### config.mk
export PLATFORM = sky130hd
export DESIGN_NAME = fp_reg_unit
export DESIGN_NICKNAME = d
export VERILOG_FILES = /design/src/fp_rec_pkg.sv /design/src/fp_format_pkg.sv /design/src/fp_reg_unit.sv /design/src/fp_regfile.sv /design/src/reg_to_fp.sv /design/src/fp_to_reg.sv /design/src/fp_rec_decode.sv /design/src/fp_rec_encode.sv
export VERILOG_INCLUDE_DIRS = /design/src
export SDC_FILE = /design/constraint.sdc
export NUM_CORES = 2
export LEC_CHECK = 0
export BUFFER_PORTS_ARGS = -buffer_cell sky130_fd_sc_hd__buf_2
export CELL_PAD_IN_SITES_DETAIL_PLACEMENT = 0
export CELL_PAD_IN_SITES_GLOBAL_PLACEMENT = 1
export CORE_ASPECT_RATIO = 0.8
export CORE_MARGIN = 2
export CORE_UTILIZATION = 44
export CTS_CLUSTER_DIAMETER = 50
export DETAILED_ROUTE_END_ITERATION = 16
export PLACE_DENSITY = 0.68
export SYNTH_ARGS = -nofsm -noshare
export SYNTH_HDL_FRONTEND = slang
export SYNTH_HIERARCHICAL = 1
export SYNTH_SLANG_ARGS = --single-unit
export TNS_END_PERCENT = 30
### constraint.sdc
create_clock -name clk -period 5.63 [get_ports clk]
set_clock_uncertainty 0.1 [all_clocks]
set_input_delay 1.126 -clock clk [delete_from_list [all_inputs] [get_ports clk]]
set_output_delay 1.126 -clock clk [all_outputs]
set_load 0.005 [all_outputs]
### src/fp_defs.svh
`ifndef FP_DEFS_SVH
`define FP_DEFS_SVH

// --------------------
// Single precision.
// --------------------
`define FP_SP_EXP_W 8
// Significand width counts the hidden bit.
`define FP_SP_SIG_W 24
`define FP_SP_W     32

// --------------------
// Double precision.
// --------------------
`define FP_DP_EXP_W 11
`define FP_DP_SIG_W 53
`define FP_DP_W     64

// Recoded double, one extra exponent bit.
`define FP_REC_DP_W 65

// --------------------
// Register file.
// --------------------
`define FP_NREGS    32
`define FP_REG_AW   5

`endif
### src/fp_rec_pkg.sv
`include "fp_defs.svh"

package fp_rec_pkg;

  // --------------------
  // Recoded formats
  // --------------------

  // Recoded single, exponent is one bit wider than IEEE.
  typedef struct packed {
    logic                   sign;
    logic [`FP_SP_EXP_W:0]  exp;
    logic [`FP_SP_SIG_W-2:0] fract;
  } fp_rec_sp_s;

  // Recoded double, the layout of every register entry.
  typedef struct packed {
    logic                                   sign;
    logic [`FP_DP_EXP_W:0]                  exp;
    logic [`FP_REC_DP_W-`FP_DP_EXP_W-3:0]   fract;
  } fp_rec_dp_s;

  // Tag says how the entry was written.
  typedef enum logic {
    e_fp_full = 1'b0,
    e_fp_sp   = 1'b1
  } fp_tag_e;

  typedef struct packed {
    fp_tag_e    tag;
    fp_rec_dp_s rec;
  } fp_reg_s;

endpackage

### src/fp_format_pkg.sv
`include "fp_defs.svh"

package fp_format_pkg;

  // --------------------
  // Raw IEEE views
  // --------------------

  // Double precision word as stored in memory.
  typedef struct packed {
    logic                     sign;
    logic [`FP_DP_EXP_W-1:0]  exp;
    logic [`FP_DP_SIG_W-2:0]  fract;
  } fp_raw_dp_s;

  // Single precision in the low half, box field above it.
  // A legal boxed single has the box field all ones.
  typedef struct packed {
    logic [`FP_DP_W-`FP_SP_W-1:0] box;
    logic                         sign;
    logic [`FP_SP_EXP_W-1:0]      exp;
    logic [`FP_SP_SIG_W-2:0]      fract;
  } fp_raw_sp_s;

  // One 64-bit load or store word, read either way.
  typedef union packed {
    fp_raw_dp_s dp;
    fp_raw_sp_s sp;
  } fp_raw_u;

endpackage

### src/fp_reg_unit.sv
`timescale 1ns/1ps
`include "fp_defs.svh"

module fp_reg_unit (
  input  logic                  clk,
  input  logic                  rst_n,
  input  logic                  wr_v,
  input  logic [`FP_REG_AW-1:0] wr_addr,
  input  logic [`FP_DP_W-1:0]   wr_data,
  input  logic                  rd_v,
  input  logic [`FP_REG_AW-1:0] rd_addr,
  input  logic                  rd_single,
  output logic [`FP_DP_W-1:0]   rd_data,
  output logic                  rd_data_v
);

  import fp_format_pkg::*;
  import fp_rec_pkg::*;

  fp_raw_u wr_raw;
  fp_raw_u rd_raw;
  fp_reg_s wr_word;
  fp_reg_s rd_word;
  logic    rd_single_q;

  // --------------------
  // Write path
  // --------------------
  assign wr_raw = wr_data;

  fp_to_reg u_fp_to_reg (
    .raw     (wr_raw),
    .reg_word(wr_word)
  );

  fp_regfile u_fp_regfile (
    .clk    (clk),
    .rst_n  (rst_n),
    .wr_v   (wr_v),
    .wr_addr(wr_addr),
    .wr_data(wr_word),
    .rd_v   (rd_v),
    .rd_addr(rd_addr),
    .rd_word(rd_word)
  );

  // --------------------
  // Read path
  // --------------------

  // Format bit follows the entry through the read stage.
  always_ff @(posedge clk or negedge rst_n) begin
    if (!rst_n) begin
      rd_data_v   <= 1'b0;
      rd_single_q <= 1'b0;
    end else begin
      rd_data_v <= rd_v;
      if (rd_v) begin
        rd_single_q <= rd_single;
      end
    end
  end

  reg_to_fp u_reg_to_fp (
    .reg_word(rd_word),
    .single  (rd_single_q),
    .raw     (rd_raw)
  );

  assign rd_data = rd_raw;

endmodule

### src/fp_regfile.sv
`timescale 1ns/1ps
`include "fp_defs.svh"

module fp_regfile (
  input  logic                  clk,
  input  logic                  rst_n,
  input  logic                  wr_v,
  input  logic [`FP_REG_AW-1:0] wr_addr,
  input  fp_rec_pkg::fp_reg_s   wr_data,
  input  logic                  rd_v,
  input  logic [`FP_REG_AW-1:0] rd_addr,
  output fp_rec_pkg::fp_reg_s   rd_word
);

  import fp_rec_pkg::*;

  // Full-tagged +0.0.
  localparam fp_reg_s reg_zero = '{tag: e_fp_full, rec: '0};

  fp_reg_s regs [`FP_NREGS];

  always_ff @(posedge clk or negedge rst_n) begin
    if (!rst_n) begin
      for (int i = 0; i < `FP_NREGS; i++) begin
        regs[i] <= reg_zero;
      end
    end else if (wr_v) begin
      regs[wr_addr] <= wr_data;
    end
  end

  // Same-edge write is not seen here, the old entry is returned.
  always_ff @(posedge clk) begin
    if (rd_v) begin
      rd_word <= regs[rd_addr];
    end
  end

endmodule

### src/reg_to_fp.sv
`timescale 1ns/1ps
`include "fp_defs.svh"

module reg_to_fp (
  input  fp_rec_pkg::fp_reg_s    reg_word,
  input  logic                   single,
  output fp_format_pkg::fp_raw_u raw
);

  import fp_rec_pkg::*;

  localparam int rec_dp_ew = `FP_DP_EXP_W + 1;
  localparam int bias_adj  = (1 << (`FP_DP_EXP_W - 1)) - (1 << (`FP_SP_EXP_W - 1));

  fp_rec_dp_s            dp_rec;
  fp_rec_sp_s            sp_rec;
  logic [`FP_DP_EXP_W:0] narrow_exp;
  logic [2:0]            exp_code;
  logic                  special;
  logic [`FP_SP_W-1:0]   sp_raw;
  logic [`FP_DP_W-1:0]   dp_raw;

  assign dp_rec = reg_word.rec;

  // --------------------
  // Narrow back to single.
  // --------------------
  assign exp_code   = dp_rec.exp[`FP_DP_EXP_W -: 3];
  assign special    = (exp_code == 3'b000) || (exp_code[2:1] == 2'b11);
  assign narrow_exp = dp_rec.exp - rec_dp_ew'(bias_adj);

  assign sp_rec = '{sign : dp_rec.sign,
                    exp  : special ? {exp_code, narrow_exp[`FP_SP_EXP_W-3:0]}
                                   : narrow_exp[`FP_SP_EXP_W:0],
                    fract: dp_rec.fract[`FP_DP_SIG_W-2 -: `FP_SP_SIG_W-1]};

  fp_rec_decode #(
    .exp_width(`FP_SP_EXP_W),
    .sig_width(`FP_SP_SIG_W)
  ) u_dec_sp (
    .in (sp_rec),
    .out(sp_raw)
  );

  fp_rec_decode #(
    .exp_width(`FP_DP_EXP_W),
    .sig_width(`FP_DP_SIG_W)
  ) u_dec_dp (
    .in (dp_rec),
    .out(dp_raw)
  );

  // Singles always come back boxed, whatever the read format.
  always_comb begin
    if (reg_word.tag == e_fp_sp) begin
      raw.sp.box = '1;
      {raw.sp.sign, raw.sp.exp, raw.sp.fract} = sp_raw;
    end else if (single) begin
      // Canonical quiet NaN, boxed.
      raw.sp.box   = '1;
      raw.sp.sign  = 1'b0;
      raw.sp.exp   = '1;
      raw.sp.fract = {1'b1, {(`FP_SP_SIG_W - 2){1'b0}}};
    end else begin
      raw.dp = dp_raw;
    end
  end

endmodule

### src/fp_to_reg.sv
`timescale 1ns/1ps
`include "fp_defs.svh"

module fp_to_reg (
  input  fp_format_pkg::fp_raw_u raw,
  output fp_rec_pkg::fp_reg_s    reg_word
);

  import fp_rec_pkg::*;

  localparam int rec_dp_ew = `FP_DP_EXP_W + 1;
  // Difference of the recoded exponent offsets.
  localparam int bias_adj  = (1 << (`FP_DP_EXP_W - 1)) - (1 << (`FP_SP_EXP_W - 1));
  localparam int pad_w     = `FP_DP_SIG_W - `FP_SP_SIG_W;

  fp_rec_sp_s           sp_rec;
  fp_rec_dp_s           dp_rec;
  fp_rec_dp_s           sp_wide;
  logic [`FP_DP_EXP_W:0] adj_exp;
  logic [2:0]           exp_code;
  logic                 special;
  logic                 boxed;

  fp_rec_encode #(
    .exp_width(`FP_SP_EXP_W),
    .sig_width(`FP_SP_SIG_W)
  ) u_enc_sp (
    .in ({raw.sp.sign, raw.sp.exp, raw.sp.fract}),
    .out(sp_rec)
  );

  fp_rec_encode #(
    .exp_width(`FP_DP_EXP_W),
    .sig_width(`FP_DP_SIG_W)
  ) u_enc_dp (
    .in (raw.dp),
    .out(dp_rec)
  );

  // --------------------
  // Widen single to double layout.
  // --------------------
  assign adj_exp  = rec_dp_ew'(sp_rec.exp) + rec_dp_ew'(bias_adj);
  assign exp_code = sp_rec.exp[`FP_SP_EXP_W -: 3];
  // Zero, infinity and NaN keep their code.
  assign special  = (exp_code == 3'b000) || (exp_code[2:1] == 2'b11);

  assign sp_wide = '{sign : sp_rec.sign,
                     exp  : special ? {exp_code, adj_exp[`FP_DP_EXP_W-3:0]} : adj_exp,
                     fract: {sp_rec.fract, {pad_w{1'b0}}}};

  assign boxed = &raw.sp.box;

  assign reg_word = '{tag: boxed ? e_fp_sp : e_fp_full,
                      rec: boxed ? sp_wide : dp_rec};

endmodule

### src/fp_rec_decode.sv
`timescale 1ns/1ps

module fp_rec_decode #(
  parameter int exp_width = 8,
  parameter int sig_width = 24
) (
  input  logic [exp_width+sig_width:0]   in,
  output logic [exp_width+sig_width-1:0] out
);

  localparam int frac_w = sig_width - 1;
  localparam int rec_ew = exp_width + 1;
  localparam logic [rec_ew-1:0] norm_ofs = rec_ew'((1 << (exp_width - 1)) + 1);
  // Smallest recoded exponent of a normal number.
  localparam logic [rec_ew-1:0] min_norm = norm_ofs + 1'b1;

  logic                 sign;
  logic [rec_ew-1:0]    rec_exp;
  logic [frac_w-1:0]    rec_fract;
  logic [2:0]           exp_code;
  logic                 is_zero;
  logic                 is_special;
  logic                 is_sub;
  logic [rec_ew-1:0]    sub_shift;
  logic [sig_width-1:0] sub_sig;
  logic [exp_width-1:0] exp_out;
  logic [frac_w-1:0]    fract_out;

  assign {sign, rec_exp, rec_fract} = in;

  assign exp_code   = rec_exp[rec_ew-1 -: 3];
  assign is_zero    = (exp_code == 3'b000);
  assign is_special = (exp_code[2:1] == 2'b11);
  assign is_sub     = (rec_exp < min_norm);

  // Put the hidden one back and shift it into the fraction.
  assign sub_shift = min_norm - rec_exp;
  assign sub_sig   = {1'b1, rec_fract} >> sub_shift;

  always_comb begin
    if (is_zero) begin
      exp_out   = '0;
      fract_out = '0;
    end else if (is_special) begin
      // Fraction carries the NaN payload through.
      exp_out   = '1;
      fract_out = rec_fract;
    end else if (is_sub) begin
      exp_out   = '0;
      fract_out = sub_sig[frac_w-1:0];
    end else begin
      exp_out   = exp_width'(rec_exp - norm_ofs);
      fract_out = rec_fract;
    end
  end

  assign out = {sign, exp_out, fract_out};

endmodule

### src/fp_rec_encode.sv
`timescale 1ns/1ps

module fp_rec_encode #(
  parameter int exp_width = 8,
  parameter int sig_width = 24
) (
  input  logic [exp_width+sig_width-1:0] in,
  output logic [exp_width+sig_width:0]   out
);

  localparam int frac_w = sig_width - 1;
  localparam int nd_w   = $clog2(sig_width);
  localparam int rec_ew = exp_width + 1;
  // Offset from IEEE biased exponent to recoded exponent.
  localparam logic [rec_ew-1:0] norm_ofs = rec_ew'((1 << (exp_width - 1)) + 1);

  logic                 sign;
  logic [exp_width-1:0] exp_in;
  logic [frac_w-1:0]    fract_in;
  logic                 exp_zero;
  logic                 exp_ones;
  logic                 fract_zero;
  logic [nd_w-1:0]      norm_dist;
  logic [frac_w-1:0]    sub_fract;
  logic [rec_ew-1:0]    rec_exp;
  logic [frac_w-1:0]    rec_fract;

  // Count of zeros above the first set fraction bit.
  function automatic logic [nd_w-1:0] lead_zeros(input logic [frac_w-1:0] f);
    logic [nd_w-1:0] n;
    logic            done;
    n    = '0;
    done = 1'b0;
    for (int i = frac_w - 1; i >= 0; i--) begin
      if (!done) begin
        if (f[i]) begin
          done = 1'b1;
        end else begin
          n = n + 1'b1;
        end
      end
    end
    return n;
  endfunction

  assign {sign, exp_in, fract_in} = in;
  assign exp_zero   = (exp_in == '0);
  assign exp_ones   = &exp_in;
  assign fract_zero = (fract_in == '0);

  // Subnormals are shifted up until the leading one drops off the top.
  assign norm_dist = lead_zeros(fract_in);
  assign sub_fract = (fract_in << norm_dist) << 1;

  always_comb begin
    if (exp_ones) begin
      // Infinity is 110, NaN is 111.
      rec_exp = {2'b11, !fract_zero, {(exp_width - 2){1'b0}}};
    end else if (exp_zero && fract_zero) begin
      rec_exp = '0;
    end else if (exp_zero) begin
      rec_exp = norm_ofs - rec_ew'(norm_dist);
    end else begin
      rec_exp = rec_ew'(exp_in) + norm_ofs;
    end
    rec_fract = exp_zero ? sub_fract : fract_in;
  end

  assign out = {sign, rec_exp, rec_fract};

endmodule

==> results_dict.tcl <==
set metrics [dict create \
    rsz0062_at_grt "yes" \
    grt_max_degree 164 \
    grt_overflow 0 \
    nets 10140 \
    insertion_delay_ps 880 \
    worst-path-max-fanout 16 \
    drtIter0Drc 9071 \
    drive_gt1_share_pct 48.75 \
    setup_tns_ps -47754300 \
    worstRegToRegCells 4 \
    tightest_slew_ps 1381 \
    slew_viol_final 0 \
    dp_hpwl_mm 272.7 \
    vdd.ir_drop.worst_mv 0.2632 \
    grt_pass1_wl_mm 608.9 \
    reg2reg_setup_slack_ps 3270 \
    min_period_over_period_pct 536.4 \
    final_common_cell "dfrtp_1" \
    cts_max_level 4 \
    synth_seq_cells 2180 \
    place_ws_ps -26130 \
    path_buf_inv 9 \
    cpMostUsedCell "ha_1" \
    r2r-end "u_fp_regfile/rd_word[54]" \
    hold_buffers 0 \
    startpoint "wr_data[49]" \
    cellPowerDensity_nw_per_um2 322.5 \
    clockBufferDepth 4 \
    crit_path_max_incr_delay_ps 390 \
    drc 0 \
    numCtsBuffers 213 \
    most-common-layout-cells "dfrtp_1 (2114), mux2_2 (2031), buf_4 (1152), mux4_2 (579), nand2_1 (446)" \
    wire_per_inst_um 30.79 \
    synth-compound-area-share_pct 6.727 \
    synth_edf_count 66 \
    cts.sinks 2180 \
    syn-instance-count 9134 \
    status "finished with violations" \
    critPathRequiredTime_ps 6270 \
    synthAdderAreaFrac_pct 0.9093 \
    syn_area_um2 118600 \
    gp_congestion 0.9612 \
    ys_async_sr_fraction_pct 96.97 \
    worstPathArrival_ps 30840 \
    period_needed_ps 30200 \
    yosysTopAreaCell "dfrtp_1" \
    yosys-top-cells-area "dfrtp_1 (45%), mux2_2 (21%), mux4_2 (11%)" \
    grt_pass1_vias 86270 \
    cts_tree "yes" \
    cts-root-buf "clkbuf_16" \
    initial_utilization_pct 44.22 \
    rows 170 \
    critPathTopFamily "adder cells" \
    setup_viol 2047 \
    hold_class "input port to async pin" \
    synth.area.mux_share_pct 33.95 \
    synth_cell_type_count 130 \
    port_buffers 143 \
    drv_cap 0 \
    relSlewSlack_pct 7.721 \
    dr.pass1.iters 6 \
    postSynthAreaPerCell_um2 12.99 \
    ys_seq_area_share_pct 46.27 \
    grtUsageTotal_pct 30.20 \
    ant_nets 0 \
    syn_to_final_growth_pct 18.89 \
    antenna_found_initial 23 \
    ios 144 \
    ys_warn_count 6 \
    crit_type "input port to flop" \
    yosysTopAreaCellShare_pct 44.60 \
    dieArea_um2 273800 \
    synth_top_flop_cell "dfrtp_1" \
    endpoint_kind "flop" \
    timing.final.ws_setup_ps -24570 \
    synth_xor_area_share_pct 2.046 \
    hold_viol 0 \
    dieWidth_um 584.5 \
    core_um2 268200 \
    max_freq_mhz 33.12 \
    syn_nets 9296 \
    violations "negative setup slack" \
    critPathSlowestCell "mux2_4" \
    synthSimpleGateAreaFrac_pct 6.377 \
    synth_top_family_by_area "multiplexers" \
    vias 86320 \
    die_h_um 468.4 \
    power_w 0.04548 \
    startpoint_type "input port" \
    viasPerCell 6.276 \
    p_leak_nw 62.51 \
    worstReg2RegStart "u_fp_regfile/regs[120]" \
    wl_mm 423.5 \
    path_clk_slew_ps 60 \
]
==> worst max path at each step <==
stage	to	cells after the start	slack (ps)
6_report	u_fp_regfile/regs[1235]	189	-24570
2_1_floorplan	u_fp_regfile/regs[1099]	187	-25010
4_1_cts	u_fp_regfile/regs[1761]	189	-24810
3_3_place_gp	u_fp_regfile/regs[239]	189	-25890
3_5_place_dp	u_fp_regfile/regs[1229]	189	-26130
5_1_grt	u_fp_regfile/regs[1815]	190	-26160
==> per-stage QoR <==
stage                     hold slack, ps  instances  utilization (%)  area (µm²)
after floorplan                    373.9       9134                -      119400
after global placement             381.0      13290            49.07      131600
after detailed placement           387.1      13290            49.07      131600
after CTS                          122.4      13690            51.87      139100
after global routing               120.4      13750            52.57      141000
final                              84.94      13760            52.58      141000
==> repair_timing <==
action                     4_1_cts  5_1_grt
setup buffers                   21       35
gates cloned                    11       25
pin swaps                       29       93
gates resized for setup         65      297
setup endpoints to repair     2042     2063
==> flip-flops by register name, summed over array words and instances, names as in the netlist <==
signal / cells
u_fp_regfile/regs: 2112
u_fp_regfile/rd_word: 66
rd_data_v: 1
rd_single_q: 1
==> where the power goes <==
part           internal, W  total (W)  switching (W)  leakage, nW
clock network      0.00835     0.0146        0.00621         3.44
logic              0.00562     0.0104        0.00481         31.3
registers           0.0188     0.0205        0.00172         27.7
==> area by class of cell <==
| type | instances | area (µm²) |
|---|---|---|
| Sequential cell | 2180 | 54880 |
| Antenna cell | 9 | 22.52 |
| Timing Repair Buffer | 1445 | 12440 |
| Clock inverter | 61 | 764.5 |
| Inverter | 87 | 336.6 |
| Clock buffer | 311 | 6207 |
| Multi-Input combinational cell | 6050 | 61840 |
| Fill cell | 22640 | 127200 |
| Tap cell | 3612 | 4519 |
==> Yosys cell counts (15+ instances only) <==
cell type  number
a211oi_1       35
a21o_1         21
a21oi_1       217
a221oi_1       28
a22o_1         51
a22oi_1        54
a31oi_1        33
a32o_1         19
a32oi_1        19
and2_1         60
and3_1         34
buf_1          21
buf_2         288
buf_4          90
buf_6          31
clkbuf_1      410
dfrtp_1      2114
edfxtp_1       66
ha_1           83
inv_1          80
mux2_2       2162
mux2_4         23
mux2i_1       251
mux4_2        579
nand2_1       496
nand2b_1       42
nand3_1       109
nand3b_1       18
nand4_1        24
nor2_1        316
nor2b_1        51
nor3_1         68
nor3b_1        15
nor4_1         81
o211ai_1       30
o21ai_0       221
o21ai_1        38
o221ai_1       21
o22ai_1       264
o31ai_1        16
or2_2          21
or3_1          63
xnor2_1       125
xor2_1         61
==> logic make-up after synthesis <==
family	count (synthesis)
muxes	3017
DFF	2180
and+or+nand+nor	1498
AOI/OAI and AO/OA	1205
buffers and inverters	927
xor gates and xnor gates	220
adders and majority gates	87
==> metal layers <==
layer	wire length [µm]	up-vias	GRT usage [%]
li1	-	35920	-
met1	194300	46340	46.12
met2	182000	3482	44.30
met3	36010	568	5.767
met4	11100	6	6.866
met5	35	-	0
No activity file was read; power rests on OpenSTA's default activity.
